==> src/steer_pkg.sv <==
// shared localparams, command and state enums, pixel, result and motor frame types
package steer_pkg;

    // frame geometry
    localparam int FRAME_W          = 8;
    localparam int FRAME_H          = 8;
    localparam int PIXELS_PER_FRAME = FRAME_W * FRAME_H;
    localparam int HALF_W           = 4;
    localparam int COL_W            = $clog2(FRAME_W);
    localparam int PIX_CNT_W        = $clog2(PIXELS_PER_FRAME);

    // motor link
    localparam int          SPI_TX_DIV   = 4;
    localparam int          TX_DIV_W     = $clog2(SPI_TX_DIV);
    localparam int          TX_BITS      = 32;
    localparam int          TX_BIT_W     = $clog2(TX_BITS);
    localparam logic [23:0] MOTOR_HEADER = 24'h00AA55;

    localparam int RESULT_W = 48;

    typedef enum logic [2:0] {
        CMD_STOP  = 3'd0,
        CMD_RIGHT = 3'd1,
        CMD_LEFT  = 3'd2
    } motor_cmd_e;

    typedef enum logic [2:0] {
        ST_IDLE       = 3'd0,
        ST_RECEIVING  = 3'd1,
        ST_PROCESSING = 3'd2,
        ST_SENDING    = 3'd3,
        ST_DONE       = 3'd4
    } ctrl_state_e;

    typedef struct packed {
        logic       valid;
        logic [7:0] data;
    } pixel_beat_t;

    typedef struct packed {
        logic [23:0] header;
        logic [4:0]  reserved;
        motor_cmd_e  cmd;
    } motor_fields_t;

    // raw word for the shifter, fields for building and decoding
    typedef union packed {
        logic [TX_BITS-1:0] raw;
        motor_fields_t      fields;
    } motor_frame_u;

    typedef struct packed {
        logic                       valid;
        logic signed [RESULT_W-1:0] value;
    } feature_res_t;

endpackage

==> src/spi_pixel_rx.sv <==
// SPI mode-0 pixel slave with host line synchronizers and command status on MISO
`timescale 1ns/1ps

module spi_pixel_rx (
    input  logic                   clk,
    input  logic                   rst_n,
    input  logic                   sclk_i,
    input  logic                   mosi_i,
    input  logic                   ss_i,
    output logic                   miso_o,
    input  steer_pkg::motor_cmd_e  last_cmd_i,
    output steer_pkg::pixel_beat_t pix_o
);

    // two sync stages plus one delay stage for edge detect
    logic [2:0] sclk_sync;
    logic [2:0] ss_sync;
    logic [1:0] mosi_sync;
    logic       sclk_rise;
    logic       sclk_fall;
    logic       ss_fall;
    logic       ss_active;
    logic [2:0] bit_cnt_q;
    logic [6:0] rx_sh_q;
    logic [7:0] tx_sh_q;
    logic       pix_valid_q;
    logic [7:0] pix_data_q;

    assign sclk_rise = sclk_sync[1] & ~sclk_sync[2];
    assign sclk_fall = ~sclk_sync[1] & sclk_sync[2];
    assign ss_fall   = ~ss_sync[1] & ss_sync[2];
    assign ss_active = ~ss_sync[1];

    always_ff @(posedge clk or negedge rst_n) begin
        if (!rst_n) begin
            sclk_sync   <= '0;
            ss_sync     <= '1;
            mosi_sync   <= '0;
            bit_cnt_q   <= '0;
            tx_sh_q     <= '0;
            pix_valid_q <= 1'b0;
        end else begin
            sclk_sync   <= {sclk_sync[1:0], sclk_i};
            ss_sync     <= {ss_sync[1:0], ss_i};
            mosi_sync   <= {mosi_sync[0], mosi_i};
            pix_valid_q <= 1'b0;
            if (!ss_active) begin
                bit_cnt_q <= '0;
            end else if (sclk_rise) begin
                bit_cnt_q   <= bit_cnt_q + 1'b1;
                pix_valid_q <= (bit_cnt_q == 3'd7);
            end
            // status byte shifts out MSB first on falling sclk
            if (ss_fall) begin
                tx_sh_q <= {5'b0, last_cmd_i};
            end else if (ss_active && sclk_fall) begin
                tx_sh_q <= {tx_sh_q[6:0], 1'b0};
            end
        end
    end

    always_ff @(posedge clk) begin
        if (ss_active && sclk_rise) begin
            rx_sh_q <= {rx_sh_q[5:0], mosi_sync[1]};
            if (bit_cnt_q == 3'd7) begin
                pix_data_q <= {rx_sh_q, mosi_sync[1]};
            end
        end
    end

    assign miso_o = tx_sh_q[7];
    assign pix_o  = '{valid: pix_valid_q, data: pix_data_q};

    a_single_pulse: assert property (
        @(posedge clk) disable iff (!rst_n) pix_o.valid |=> !pix_o.valid
    );

endmodule

==> src/steer_feature_accum.sv <==
// column-weighted signed feature accumulator over one frame
`timescale 1ns/1ps

module steer_feature_accum (
    input  logic                    clk,
    input  logic                    rst_n,
    input  logic                    start_i,
    input  steer_pkg::pixel_beat_t  pix_i,
    output logic                    busy_o,
    output steer_pkg::feature_res_t res_o
);

    logic [steer_pkg::COL_W-1:0]          col_q;
    logic [steer_pkg::COL_W-1:0]          col_cur;
    logic [steer_pkg::PIX_CNT_W-1:0]      cnt_q;
    logic [steer_pkg::PIX_CNT_W-1:0]      cnt_cur;
    logic signed [steer_pkg::RESULT_W-1:0] acc_q;
    logic signed [steer_pkg::RESULT_W-1:0] acc_nxt;
    logic signed [steer_pkg::RESULT_W-1:0] pix_ext;
    logic signed [steer_pkg::RESULT_W-1:0] term;
    logic                                 busy_q;
    logic                                 res_valid_q;
    logic                                 take;
    logic                                 last;

    assign take = pix_i.valid && (start_i || busy_q);

    // start restarts column, count and sum with this beat
    always_comb begin
        col_cur = start_i ? '0 : col_q;
        cnt_cur = start_i ? '0 : cnt_q;
        pix_ext = steer_pkg::RESULT_W'(pix_i.data);
        term    = (col_cur < steer_pkg::COL_W'(steer_pkg::HALF_W)) ? -pix_ext : pix_ext;
        acc_nxt = (start_i ? '0 : acc_q) + term;
        last    = (cnt_cur == steer_pkg::PIX_CNT_W'(steer_pkg::PIXELS_PER_FRAME - 1));
    end

    always_ff @(posedge clk or negedge rst_n) begin
        if (!rst_n) begin
            col_q       <= '0;
            cnt_q       <= '0;
            busy_q      <= 1'b0;
            res_valid_q <= 1'b0;
        end else begin
            res_valid_q <= take && last;
            if (take) begin
                if (col_cur == steer_pkg::COL_W'(steer_pkg::FRAME_W - 1)) begin
                    col_q <= '0;
                end else begin
                    col_q <= col_cur + 1'b1;
                end
                cnt_q  <= cnt_cur + 1'b1;
                busy_q <= !last;
            end
        end
    end

    always_ff @(posedge clk) begin
        if (take) begin
            acc_q <= acc_nxt;
        end
    end

    assign busy_o = busy_q;
    assign res_o  = '{valid: res_valid_q, value: acc_q};

    a_start_with_beat: assert property (
        @(posedge clk) disable iff (!rst_n) start_i |-> pix_i.valid
    );

    a_no_stray_beat: assert property (
        @(posedge clk) disable iff (!rst_n) (pix_i.valid && !busy_q) |-> start_i
    );

endmodule

==> src/frame_ctrl.sv <==
// frame FSM with pixel forwarding, command classification, motor frame build and LEDs
`timescale 1ns/1ps

module frame_ctrl (
    input  logic                    clk,
    input  logic                    rst_n,
    input  steer_pkg::pixel_beat_t  pix_i,
    output logic                    feat_start_o,
    output steer_pkg::pixel_beat_t  feat_pix_o,
    input  logic                    feat_busy_i,
    input  steer_pkg::feature_res_t feat_res_i,
    output steer_pkg::motor_frame_u tx_frame_o,
    output logic                    tx_valid_o,
    input  logic                    tx_ready_i,
    output steer_pkg::motor_cmd_e   last_cmd_o,
    output logic [3:0]              status_led_o
);

    steer_pkg::ctrl_state_e          state_q;
    steer_pkg::ctrl_state_e          state_d;
    steer_pkg::motor_cmd_e           cmd_q;
    steer_pkg::motor_cmd_e           last_cmd_q;
    logic [steer_pkg::PIX_CNT_W-1:0] pix_cnt_q;
    logic [7:0]                      fwd_data_q;
    logic                            fwd_valid_q;
    logic                            start_q;
    logic                            tx_valid_q;
    logic                            sent_q;
    logic                            take;
    logic                            last_pix;
    logic                            handshake;

    // pixels only enter while idle or receiving
    assign take = pix_i.valid &&
                  (state_q == steer_pkg::ST_IDLE || state_q == steer_pkg::ST_RECEIVING);
    assign last_pix  = (pix_cnt_q == steer_pkg::PIX_CNT_W'(steer_pkg::PIXELS_PER_FRAME - 1));
    assign handshake = tx_valid_q && tx_ready_i;

    always_comb begin
        state_d = state_q;
        case (state_q)
            steer_pkg::ST_IDLE:       if (take) state_d = steer_pkg::ST_RECEIVING;
            steer_pkg::ST_RECEIVING:  if (take && last_pix) state_d = steer_pkg::ST_PROCESSING;
            steer_pkg::ST_PROCESSING: if (feat_res_i.valid) state_d = steer_pkg::ST_SENDING;
            // wait until the master has shifted the frame out
            steer_pkg::ST_SENDING:    if (sent_q && tx_ready_i) state_d = steer_pkg::ST_DONE;
            default:                  state_d = steer_pkg::ST_IDLE;
        endcase
    end

    always_ff @(posedge clk or negedge rst_n) begin
        if (!rst_n) begin
            state_q     <= steer_pkg::ST_IDLE;
            pix_cnt_q   <= '0;
            fwd_valid_q <= 1'b0;
            start_q     <= 1'b0;
            cmd_q       <= steer_pkg::CMD_STOP;
            last_cmd_q  <= steer_pkg::CMD_STOP;
            tx_valid_q  <= 1'b0;
            sent_q      <= 1'b0;
        end else begin
            state_q     <= state_d;
            fwd_valid_q <= take;
            start_q     <= take && (pix_cnt_q == '0);
            if (take) begin
                pix_cnt_q <= pix_cnt_q + 1'b1;
            end else if (state_q == steer_pkg::ST_DONE) begin
                pix_cnt_q <= '0;
            end
            if (state_q == steer_pkg::ST_PROCESSING && feat_res_i.valid) begin
                if (feat_res_i.value[steer_pkg::RESULT_W-1]) begin
                    cmd_q <= steer_pkg::CMD_LEFT;
                end else if (|feat_res_i.value) begin
                    cmd_q <= steer_pkg::CMD_RIGHT;
                end else begin
                    cmd_q <= steer_pkg::CMD_STOP;
                end
                tx_valid_q <= 1'b1;
            end else if (handshake) begin
                tx_valid_q <= 1'b0;
            end
            if (handshake) begin
                sent_q     <= 1'b1;
                last_cmd_q <= cmd_q;
            end else if (state_q == steer_pkg::ST_DONE) begin
                sent_q <= 1'b0;
            end
        end
    end

    always_ff @(posedge clk) begin
        if (take) begin
            fwd_data_q <= pix_i.data;
        end
    end

    always_comb begin
        tx_frame_o.fields = '{header: steer_pkg::MOTOR_HEADER, reserved: '0, cmd: cmd_q};
    end

    always_comb begin
        case (state_q)
            steer_pkg::ST_IDLE:       status_led_o = 4'b0001;
            steer_pkg::ST_RECEIVING:  status_led_o = 4'b0010;
            steer_pkg::ST_PROCESSING: status_led_o = 4'b0100;
            steer_pkg::ST_SENDING:    status_led_o = 4'b1000;
            default:                  status_led_o = 4'b1111;
        endcase
    end

    assign feat_start_o = start_q;
    assign feat_pix_o   = '{valid: fwd_valid_q, data: fwd_data_q};
    assign tx_valid_o   = tx_valid_q;
    assign last_cmd_o   = last_cmd_q;

    a_engine_busy: assert property (
        @(posedge clk) disable iff (!rst_n)
        (state_q == steer_pkg::ST_PROCESSING && !feat_res_i.valid) |-> feat_busy_i
    );

endmodule

==> src/spi_motor_tx.sv <==
// SPI mode-0 master that shifts one 32-bit motor frame
`timescale 1ns/1ps

module spi_motor_tx (
    input  logic                    clk,
    input  logic                    rst_n,
    input  steer_pkg::motor_frame_u frame_i,
    input  logic                    valid_i,
    output logic                    ready_o,
    output logic                    sclk_o,
    output logic                    mosi_o,
    input  logic                    miso_i,
    output logic                    ss_o
);

    logic [steer_pkg::TX_DIV_W-1:0] div_q;
    logic [steer_pkg::TX_BIT_W-1:0] bit_q;
    logic [steer_pkg::TX_BITS-1:0]  sh_q;
    // motor board reply held for later reply checking
    logic [7:0]                     ack_q;
    logic                           active_q;
    logic                           close_q;
    logic                           gap_q;
    logic                           sclk_q;
    logic                           mosi_q;
    logic                           ss_q;
    logic                           accept;
    logic                           rise_tick;
    logic                           fall_tick;
    logic                           last_bit;

    assign ready_o   = ~(active_q | close_q | gap_q);
    assign accept    = valid_i && ready_o;
    assign rise_tick = active_q &&
                       (div_q == steer_pkg::TX_DIV_W'(steer_pkg::SPI_TX_DIV / 2 - 1));
    assign fall_tick = active_q && (div_q == steer_pkg::TX_DIV_W'(steer_pkg::SPI_TX_DIV - 1));
    assign last_bit  = (bit_q == steer_pkg::TX_BIT_W'(steer_pkg::TX_BITS - 1));

    always_ff @(posedge clk or negedge rst_n) begin
        if (!rst_n) begin
            active_q <= 1'b0;
            close_q  <= 1'b0;
            gap_q    <= 1'b0;
            div_q    <= '0;
            bit_q    <= '0;
            sclk_q   <= 1'b0;
            mosi_q   <= 1'b0;
            ss_q     <= 1'b1;
        end else begin
            close_q <= 1'b0;
            gap_q   <= close_q;
            if (accept) begin
                active_q <= 1'b1;
                ss_q     <= 1'b0;
                mosi_q   <= frame_i.raw[steer_pkg::TX_BITS-1];
                div_q    <= '0;
                bit_q    <= '0;
            end else if (active_q) begin
                div_q <= fall_tick ? '0 : div_q + 1'b1;
                if (rise_tick) begin
                    sclk_q <= 1'b1;
                end
                // mosi moves on the falling edge
                if (fall_tick) begin
                    sclk_q <= 1'b0;
                    if (last_bit) begin
                        active_q <= 1'b0;
                        close_q  <= 1'b1;
                        mosi_q   <= 1'b0;
                    end else begin
                        bit_q  <= bit_q + 1'b1;
                        mosi_q <= sh_q[steer_pkg::TX_BITS-1];
                    end
                end
            end else if (close_q) begin
                ss_q <= 1'b1;
            end
        end
    end

    always_ff @(posedge clk) begin
        if (accept) begin
            sh_q <= {frame_i.raw[steer_pkg::TX_BITS-2:0], 1'b0};
        end else if (fall_tick && !last_bit) begin
            sh_q <= {sh_q[steer_pkg::TX_BITS-2:0], 1'b0};
        end
        if (rise_tick) begin
            ack_q <= {ack_q[6:0], miso_i};
        end
    end

    assign sclk_o = sclk_q;
    assign mosi_o = mosi_q;
    assign ss_o   = ss_q;

endmodule

==> src/steer_top.sv <==
// pin-level top with pixel slave, feature engine, frame FSM and motor master
`timescale 1ns/1ps

module steer_top (
    input  logic       clk,
    input  logic       rst_n,
    input  logic       spi_slave_sclk_i,
    input  logic       spi_slave_mosi_i,
    input  logic       spi_slave_ss_i,
    output logic       spi_slave_miso_o,
    output logic       spi_master_sclk_o,
    output logic       spi_master_mosi_o,
    input  logic       spi_master_miso_i,
    output logic       spi_master_ss_o,
    output logic [3:0] status_led_o
);

    steer_pkg::pixel_beat_t  rx_pix;
    steer_pkg::pixel_beat_t  feat_pix;
    steer_pkg::feature_res_t feat_res;
    steer_pkg::motor_frame_u tx_frame;
    steer_pkg::motor_cmd_e   last_cmd;
    logic                    feat_start;
    logic                    feat_busy;
    logic                    tx_valid;
    logic                    tx_ready;

    spi_pixel_rx u_pixel_rx (
        .clk        (clk),
        .rst_n      (rst_n),
        .sclk_i     (spi_slave_sclk_i),
        .mosi_i     (spi_slave_mosi_i),
        .ss_i       (spi_slave_ss_i),
        .miso_o     (spi_slave_miso_o),
        .last_cmd_i (last_cmd),
        .pix_o      (rx_pix)
    );

    steer_feature_accum u_feature (
        .clk     (clk),
        .rst_n   (rst_n),
        .start_i (feat_start),
        .pix_i   (feat_pix),
        .busy_o  (feat_busy),
        .res_o   (feat_res)
    );

    frame_ctrl u_ctrl (
        .clk          (clk),
        .rst_n        (rst_n),
        .pix_i        (rx_pix),
        .feat_start_o (feat_start),
        .feat_pix_o   (feat_pix),
        .feat_busy_i  (feat_busy),
        .feat_res_i   (feat_res),
        .tx_frame_o   (tx_frame),
        .tx_valid_o   (tx_valid),
        .tx_ready_i   (tx_ready),
        .last_cmd_o   (last_cmd),
        .status_led_o (status_led_o)
    );

    spi_motor_tx u_motor_tx (
        .clk     (clk),
        .rst_n   (rst_n),
        .frame_i (tx_frame),
        .valid_i (tx_valid),
        .ready_o (tx_ready),
        .sclk_o  (spi_master_sclk_o),
        .mosi_o  (spi_master_mosi_o),
        .miso_i  (spi_master_miso_i),
        .ss_o    (spi_master_ss_o)
    );

endmodule

==> config.mk <==
export PLATFORM = sky130hd
export DESIGN_NAME = steer_top
export DESIGN_NICKNAME = d
export VERILOG_FILES = /design/src/steer_pkg.sv /design/src/spi_pixel_rx.sv /design/src/steer_feature_accum.sv /design/src/frame_ctrl.sv /design/src/spi_motor_tx.sv /design/src/steer_top.sv
export SDC_FILE = /design/constraint.sdc
export NUM_CORES = 1
export LEC_CHECK = 0
export BUFFER_PORTS_ARGS = -buffer_cell sky130_fd_sc_hd__buf_2
export CELL_PAD_IN_SITES_DETAIL_PLACEMENT = 1
export CELL_PAD_IN_SITES_GLOBAL_PLACEMENT = 2
export CORE_MARGIN = 10
export CORE_UTILIZATION = 43
export DETAILED_ROUTE_END_ITERATION = 16
export PLACE_DENSITY_LB_ADDON = 0.2
export SLEW_MARGIN = 20
export SYNTH_ARGS = -nofsm -noshare
export SYNTH_HDL_FRONTEND = slang
export SYNTH_HIERARCHICAL = 1
export SYNTH_SLANG_ARGS = --single-unit
export TNS_END_PERCENT = 5
==> constraint.sdc <==
create_clock -name clk -period 6 [get_ports clk]
set_clock_uncertainty 0.1 [all_clocks]
set_input_delay 0.9 -clock clk [delete_from_list [all_inputs] [get_ports clk]]
set_output_delay 0.9 -clock clk [all_outputs]
set_load 0.01 [all_outputs]
==> results.cfg, run 1 <==
[final_layout]
layout-drive-gt1-share_pct = 12.8
seq_area_um2 = 4600
antennaDiodeCount = 0
multiInputGateArea_um2 = 5280
final_common_cell = edfxtp_1
fin_nets = 1068
area_growth_pct = 6.16
final_cell_mix = 102 x edfxtp_1, 69 x nor2_1, 66 x a21oi_1
fill_cells = 2753

[sta]
setup-violations-final = 0
period_share_pct = 86.3
drv_slew = 0
rsz0062_at_grt = no
whs_ns = 0.261
worstMarginPinSlew_ns = 0.817
fin_crit_ns = 5.18
setup_tns_ns = 0
finalHoldViolCount = 0
fmax_mhz = 193
timing.slew.headroom_pct = 45.1

[global_route]
overflow = 0
grt_pass1_wl_mm = 42.8
antenna_found_initial = 0
use_met2_pct = 27.4
busiest_layer = met2
use_met3_pct = 2.35
use_met1_pct = 23.1
grt_max_degree = 62
grt_pass1_vias = 7879
track_usage_pct = 16.9

[power]
power.leakage_nw = 4.41
cellPowerDensity_nw_per_um2 = 209
p_total_mw = 2.34
ir_worst_vdd_mv = 0.228

[logic_synthesis]
synth_cell_type_count = 95
async_flop_share_pct = 37.4
synth_edf_count = 102
synth_seq_cells = 163
syn-instance-count = 1030
synth_flop_cell = edfxtp_1
yosys_warnings = 6
yosysSeqAreaShare_pct = 43.6
syn_area_per_cell_um2 = 10.2
synth_area_um2 = 10500

[floorplanning]
start_util_pct = 43.5
die_h_um = 177
dieWidth_um = 177
num_rows = 57
die_area_um2 = 31200
pin_count = 14
core_um2 = 24200

[critical_path]
reg2reg_from = u_ctrl/fwd_data_q[0]
arrival_ns = 5.25
reg2reg_slack_ns = 0.82
critPathLaunchType = register
worstSetupPathType = reg -> reg
crit_fanout = 10
endpoint = u_feature/acc_q[45]
reg2reg_to = u_feature/acc_q[45]
startpoint = u_ctrl/fwd_data_q[0]
endpoint_kind = register
r2r_cells = 16
cp.required_ns = 6.07

[clock_network]
clk_path_buf_depth = 2
cts_resized = 0
clk-insertion-delay-late_ns = 0.43
postCtsHoldBufs = 0
cts.sinks = 163
cts_tree = yes
cts.repair_timing.setup_buffer_count = 0
htreeDepth = 4
clk_pin_slew_ns = 0.08
cts_root_buf = clkbuf_16
cts_buffers = 17

[routing]
vias = 7624
viasPerCell = 5.62
drt_iter0_drc = 458
routed_wl_mm = 25.8
drc = 0
dr.pass1.iters = 5
antenna_left = 0
wl_per_cell_um = 19.0

[place]
routabilityCongestion = 0.818
io_buffer_count = 12
dp_hpwl_mm = 18.0

[status]
outcome = finished, final reports clean

[hold_path]
hold_class = reg -> reg

[job]
maxCapViolations = 0
-- power by group --
group          leakage (nW)  total, mW  switching, mW  internal (mW)
Combinational          2.31     0.0236         0.0167        0.00689
Clock                 0.296       1.12          0.547          0.569
Sequential             1.81       1.20        0.00654           1.19
-- stage by stage --
stage	setup WS [ns]	area, um^2	instances	util, %
finish	0.821	11200	1357	46.1
floorplan	0.763	10600	1059	-
CTS	0.768	11200	1357	46.1
global route	0.420	11200	1357	46.1
detailed placement	0.819	10600	1325	43.7
global placement	0.839	10600	1325	43.7
-- registers in the layout, indices dropped and copies added (netlist names), 3 cells and up --
name / count
u_ctrl/fwd_data_q: 8
u_ctrl/pix_cnt_q: 6
u_ctrl/state_q: 3
u_feature/acc_q: 48
u_feature/cnt_q: 6
u_feature/col_q: 3
u_motor_tx/bit_q: 5
u_motor_tx/sh_q: 31
u_pixel_rx/bit_cnt_q: 3
u_pixel_rx/pix_data_q: 8
u_pixel_rx/rx_sh_q: 7
u_pixel_rx/sclk_sync: 3
u_pixel_rx/ss_sync: 3
u_pixel_rx/tx_sh_q: 8
-- critical path, cell delays in order, from the launching register on --
cell      delay [ns]
edfxtp_1        0.48
inv_1           0.09
ha_1            0.25
or3b_2          0.61
nand2_1         0.14
xnor2_1         0.16
ha_1            0.30
nor2b_1         0.15
o311ai_0        0.57
a221oi_1        0.23
o31a_1          0.37
o211ai_1        0.25
nand2_1         0.22
a21o_1          0.27
a41oi_1         0.41
o311ai_1        0.15
xor2_1          0.16
-- worst min path at each step --
stage	to	slack (ns)	start	cells after the start
6_report	u_pixel_rx/sclk_sync[1]	0.26	u_pixel_rx/sclk_sync[0]	0
5_1_grt	u_pixel_rx/ss_sync[1]	0.27	u_pixel_rx/ss_sync[0]	0
4_1_cts	u_pixel_rx/mosi_sync[1]	0.26	u_pixel_rx/mosi_sync[0]	0
3_5_place_dp	u_pixel_rx/mosi_sync[1]	0.24	u_pixel_rx/mosi_sync[0]	0
3_3_place_gp	u_pixel_rx/sclk_sync[1]	0.24	u_pixel_rx/sclk_sync[0]	0
2_1_floorplan	u_pixel_rx/mosi_sync[1]	0.23	u_pixel_rx/mosi_sync[0]	0
-- cells by family (layout without fill, tap and decap cells) --
family          Yosys count  count (layout)  share of synthesized area (%)
flops                   163             163                           43.6
buf+inv                 120              94                           7.39
compound gates          251             251                           15.5
xor+xnor                 71              71                           5.90
fa+ha+maj                52              52                           6.02
simple gates            321             321                           16.3
other cells               2              31                         0.0713
mux                      50              50                           5.17
-- cells in the mapped netlist, types with 5 or more instances --
cell,number,area [um^2]
nor3_1,16,80.1
ha_1,41,513
o21ai_0,52,260
nand3_1,24,120
o21bai_1,5,37.5
maj3_1,9,90.1
or3_1,5,31.3
and3_1,11,68.8
mux2i_1,15,150
nand2_1,65,244
o21ai_1,10,50.1
nor2b_1,53,332
dfrtp_1,57,1430
edfxtp_1,102,3060
a31oi_1,10,62.6
a21oi_1,66,330
buf_2,6,30.0
clkbuf_1,20,75.1
and2_1,8,50.1
nand2b_1,9,56.3
a21o_1,17,128
buf_4,34,255
o2111ai_1,6,52.6
o31ai_1,6,45.0
xor2_1,23,201
a221oi_1,7,61.3
nor2_1,69,259
o211ai_1,8,60.1
inv_1,32,120
nand4_1,8,50.1
clkbuf_8,9,124
xnor2_1,48,420
nor4_1,20,125
buf_6,9,101
mux2_2,33,372
o21a_1,6,45.0
a21boi_0,5,37.5
-- layout make-up --
type                       count  share of cell area, %
inverter                      35                   1.22
sequential                   163                   41.1
tap                          324                   3.62
multi-input combinational    776                   47.2
timing repair buffer          27                   1.54
clock buffer                  17                   3.80
clock inverter                15                   1.55
-- routing by layer --
metal / part of all wire (%) / vias to the layer above
met5: 0 / -
li1: - / 3691
met1: 49 / 3838
met2: 48 / 74
met3: 2.0 / 21
met4: 1.3 / 0
(Power assumes the default switching activity.)
==> run 2: changes to the inputs <==
ABC_AREA = 1   (was not set)
CORE_ASPECT_RATIO = 0.7   (was not set)
CORE_UTILIZATION = 38   (was 43)
MAX_ROUTING_LAYER = met4   (was not set)
==> results.cfg, run 2 <==
[routing]
routed_wl_mm = 32.9
drc = 0
drt_iter0_drc = 644
viasPerCell = 4.92
wl_per_cell_um = 17.6
vias = 9210
dr.pass1.iters = 5
antenna_left = 0

[final_layout]
largest_reg_flops = 48
antennaDiodeCount = 0
fin_nets = 1528
fill_cells = 3629
final_cell_mix = 478 x nand2_1, 190 x inv_1, 158 x nor2_1
top_register = u_feature/acc_q
area_growth_pct = 7.84
final_common_cell = nand2_1
layout-drive-gt1-share_pct = 9.71
top_regs = u_feature/acc_q: 48 flops, u_motor_tx/sh_q: 31 flops

[hold_path]
min_path_cells = 0
hold_end = u_pixel_rx/ss_sync[1]
hold_start = u_pixel_rx/ss_sync[0]
hold_class = reg -> reg

[global_route]
grt_max_degree = 62
track_usage_pct = 19.1
overflow = 0
grt_pass1_wl_mm = 52.5
grt_pass1_vias = 9114
antenna_found_initial = 0

[clock_network]
htreeDepth = 4
cts_tree = yes
clk_path_buf_depth = 2
clk-insertion-delay-late_ns = 0.45
cts.repair_timing.setup_buffer_count = 0
cts_resized = 0
cts_root_buf = clkbuf_16
cts_buffers = 17
postCtsHoldBufs = 0
clk_pin_slew_ns = 0.07
cts.sinks = 163

[place]
io_buffer_count = 12
routabilityCongestion = 0.861
place_ws_ns = 1.73
dp_hpwl_mm = 24.9

[logic_synthesis]
netlist_top_cells_count = 478 x nand2_1, 191 x inv_1, 158 x nor2_1
synth_edf_count = 102
yosysMostFrequentCell = nand2_1
synth_area_leaders = edfxtp_1 28%, nand2_1 16%, dfrtp_1 13%
yosysSeqAreaShare_pct = 41.4
yosys.area.top_type = edfxtp_1
synth_seq_cells = 163
yosys_warnings = 6
async_flop_share_pct = 37.4
synth_flop_cell = edfxtp_1
synth_cell_type_count = 53
synth_area_um2 = 11100
syn_area_per_cell_um2 = 7.56
synth_top_area_share_pct = 27.6
syn-instance-count = 1469

[floorplanning]
start_util_pct = 38.5
dieWidth_um = 224
core_um2 = 28900
die_h_um = 163
die_area_um2 = 36600
pin_count = 14
num_rows = 52

[sta]
finalHoldViolCount = 0
rsz0062_at_grt = no
fin_crit_ns = 4.39
worstMarginPinSlew_ns = 0.793
period_share_pct = 73.2
fin_ws_ns = 1.61
setup-violations-final = 0
drv_slew = 0
fmax_mhz = 228
whs_ns = 0.260
setup_tns_ns = 0
timing.slew.headroom_pct = 47.2

[power]
power.leakage_nw = 5.70
p_total_mw = 2.52
ir_worst_vdd_mv = 0.166
cellPowerDensity_nw_per_um2 = 210

[critical_path]
worstSetupPathType = reg -> reg
critPathLaunchType = register
crit_fanout = 14
endpoint_kind = register
reg2reg_slack_ns = 1.61
reg2reg_from = u_ctrl/fwd_data_q[0]
r2r_cells = 19
startpoint = u_ctrl/fwd_data_q[0]
reg2reg_to = u_feature/acc_q[47]
cp.required_ns = 6.11
arrival_ns = 4.50

[status]
outcome = finished, final reports clean

[job]
maxCapViolations = 0
-- run 2: kinds of logic (layout without fill, tap and decap cells) --
logic type      after synthesis  count (layout)  share of synthesized area, %
mux                           1               1                         0.101
xor+xnor                     39              39                          3.07
flops                       163             163                          41.4
other cells                   2              31                        0.0676
compound gates              125             125                          6.27
simple gates                831             831                          33.3
buf+inv                     266             261                          11.0
fa+ha+maj                    42              42                          4.80
-- run 2: cell type report --
cell class	count	area, um^2	share of cell area (%)
clock buffer	22	485	4.05
clock inverter	10	109	0.909
inverter	212	811	6.77
multi-input combinational	1069	5410	45.2
sequential	163	4590	38.3
tap	378	473	3.95
timing repair buffer	17	97.6	0.815
-- run 2: stage by stage --
| step | instances | cell area, um^2 | util (%) |
|---|---|---|---|
| 6_report | 1871 | 12000 | 41.5 |
| 5_1_grt | 1871 | 12000 | 41.5 |
| 4_1_cts | 1871 | 12000 | 41.5 |
| 3_5_place_dp | 1839 | 11400 | 39.4 |
| 3_3_place_gp | 1839 | 11400 | 39.4 |
| 2_1_floorplan | 1498 | 11200 | - |
-- run 2: how the worst max path moves through the flow --
stage / to / depth (start not counted) / slack, ns
final: u_feature/acc_q[47] / 19 / 1.61
after global routing: u_feature/acc_q[39] / 19 / 1.28
after CTS: u_feature/acc_q[39] / 19 / 1.68
after detailed placement: u_feature/acc_q[39] / 19 / 1.73
after global placement: u_feature/acc_q[39] / 19 / 1.81
after floorplan: u_motor_tx/sh_q[10] / 5 / 2.31
-- run 2: worst max-delay path: stages (launching register included) --
cell	delay (ns)
edfxtp_1	0.41
inv_1	0.13
ha_1	0.18
nand3_1	0.10
nand2_2	0.38
nand2_4	0.33
ha_1	0.48
nand2_1	0.09
nor2_1	0.14
nand2_1	0.14
o21ai_0	0.61
nand2_1	0.14
nand2_2	0.17
nand2_1	0.08
nand2_2	0.10
nand2_1	0.06
nand3_1	0.23
nand2_1	0.12
nand3_1	0.09
nand2_1	0.05
-- run 2: report_power, final --
part	total, mW	internal (mW)	leakage, nW	switching (mW)
Sequential	1.23	1.20	1.63	0.0262
Combinational	0.152	0.0555	3.78	0.0962
Clock	1.14	0.631	0.296	0.508
Total	2.52	1.89	5.70	0.631
-- run 2: per-layer routing --
metal / wire length (um) / global-route usage [%] / vias to the layer above
met2: 12400 / 24.6 / 135
met4: 298 / 4.65 / 0
met3: 1430 / 2.88 / 19
met1: 18700 / 30.0 / 4408
li1: - / - / 4648
met5: 0 / - / -
==> run 3: changes to the inputs <==
ABC_AREA = 0   (was 1)
CORE_UTILIZATION = 39   (was 38)
clock period = 4 ns   (was 6 ns; I/O delays follow)
==> results.cfg, run 3 (synthesized netlist as in run 1, its figures left out) <==
[status]
outcome = finished with violations
violations = negative setup slack

[final_layout]
multiInputGateArea_um2 = 5520
top_regs = u_feature/acc_q: 48 flops, u_motor_tx/sh_q: 31 flops
final_cell_mix = 153 x buf_4, 102 x edfxtp_1, 68 x nor2_1
fill_cells = 3012
seq_area_um2 = 4600
largest_reg_flops = 48
fin_nets = 1208
final_common_cell = buf_4
layout-drive-gt1-share_pct = 26.6
top_register = u_feature/acc_q
antennaDiodeCount = 0
area_growth_pct = 18.9

[clock_network]
cts.sinks = 163
clk_path_buf_depth = 2
clk-insertion-delay-late_ns = 0.44
clk_pin_slew_ns = 0.07
cts_root_buf = clkbuf_16
htreeDepth = 4
cts_buffers = 17
cts_tree = yes

[sta]
drv_slew = 0
fin_crit_ns = 4.34
rsz0062_at_grt = yes
fmax_mhz = 230
worstMarginPinSlew_ns = 0.769
finalHoldViolCount = 0
timing.slew.headroom_pct = 48.2
setup-violations-final = 16
fin_ws_ns = -0.339
period_share_pct = 108

[global_route]
grt_pass1_vias = 8454
track_usage_pct = 17.8
antenna_found_initial = 0
grt_max_degree = 64
overflow = 0
grt_pass1_wl_mm = 47.2

[floorplanning]
dieWidth_um = 216
pin_count = 14
die_area_um2 = 34100
core_um2 = 26700
die_h_um = 158
num_rows = 50
start_util_pct = 39.5

[critical_path]
r2r_cells = 17
reg2reg_slack_ns = -0.34
reg2reg_to = u_feature/acc_q[46]
critPathLaunchType = register
cp.required_ns = 4.09
arrival_ns = 4.42
endpoint_kind = register
reg2reg_from = u_ctrl/fwd_data_q[1]
worstSetupPathType = reg -> reg
crit_fanout = 6

[routing]
wl_per_cell_um = 18.7
vias = 8193
viasPerCell = 5.33
antenna_left = 0
drt_iter0_drc = 483
routed_wl_mm = 28.7
dr.pass1.iters = 4
drc = 0

[power]
p_total_mw = 3.43
ir_worst_vdd_mv = 0.282
cellPowerDensity_nw_per_um2 = 274
power.leakage_nw = 5.10

[place]
io_buffer_count = 12
place_ws_ns = -0.448
dp_hpwl_mm = 21.1
routabilityCongestion = 0.852

[hold_path]
hold_class = in -> async

[job]
maxCapViolations = 0
-- run 3: cell count changes in the layout (fill, tap and decap cells not counted), moves of 36 or more --
cell,change
inv_1,-159
nand2_1,-415
nor2_1,-90
nor2b_1,+53
buf_4,+148
xnor2_1,+36
nand3_1,-67
-- run 3: worst max path at each step --
stage	startpoint	to	slack, ns	cells after the start
5_1_grt	u_ctrl/fwd_data_q[1]	u_feature/acc_q[45]	-0.50	19
3_3_place_gp	u_ctrl/fwd_data_q[0]	u_feature/acc_q[46]	-0.35	17
3_5_place_dp	u_ctrl/fwd_data_q[0]	u_feature/acc_q[47]	-0.45	17
4_1_cts	u_ctrl/fwd_data_q[1]	u_feature/acc_q[47]	-0.37	14
2_1_floorplan	u_ctrl/fwd_data_q[6]	u_feature/acc_q[46]	-0.47	20
6_report	u_ctrl/fwd_data_q[1]	u_feature/acc_q[46]	-0.34	17
-- run 3: layout make-up --
cell class	instances	share of cell area [%]
Clock buffer	20	3.57
Clock inverter	12	0.909
Inverter	35	1.13
Multi-Input combinational cell	776	44.1
Sequential cell	163	36.7
Tap cell	364	3.64
Timing Repair Buffer	167	9.97
-- run 3: what timing repair did --
item,4_1_cts,5_1_grt
gates resized for setup,26,26
gates cloned,0,0
hold buffers,0,0
endpoints found under the setup margin,26,29
pin swaps,18,13
buffers inserted,6,3
-- run 3: critical path, cell delays in order, from the launching register on --
cell and delay (ns):
edfxtp_1 0.40, buf_4 0.15, inv_1 0.06, ha_2 0.17, or3b_4 0.42, o21ai_4 0.20
inv_4 0.09, ha_4 0.24, or2_2 0.30, maj3_1 0.38, nand4_1 0.11, a21boi_1 0.09
o211ai_1 0.23, o2111ai_1 0.19, a311o_1 0.35, maj3_2 0.37, a41oi_2 0.15, nand3_1 0.09
-- run 3: power by group --
group	switching, mW	internal (mW)	total [mW]
clock network	0.763	0.837	1.60
registers	0.00903	1.79	1.80
logic	0.0248	0.0104	0.0353
total	0.797	2.64	3.43
-- run 3: layer usage --
metal / vias up / share of wire (%) / track usage [%]
li1: 3977 / - / -
met1: 4108 / 54 / 26.0
met2: 97 / 42 / 25.5
met3: 11 / 2.9 / 2.76
met4: 0 / 0.65 / 3.32
met5: - / 0 / -
-- run 3: metrics by stage --
stage / util (%) / hold slack, ns / setup TNS (ns) / cell area, um^2 / cells
finish: 47.0 / 0.0843 / -2.64 / 12500 / 1537
global route: 47.0 / 0.111 / -7.19 / 12500 / 1537
CTS: 46.6 / 0.102 / -3.32 / 12400 / 1534
detailed placement: 43.9 / 0.236 / -6.40 / 11700 / 1496
global placement: 43.9 / 0.234 / -4.62 / 11700 / 1496
floorplan: - / 0.204 / -4.89 / 10800 / 1059
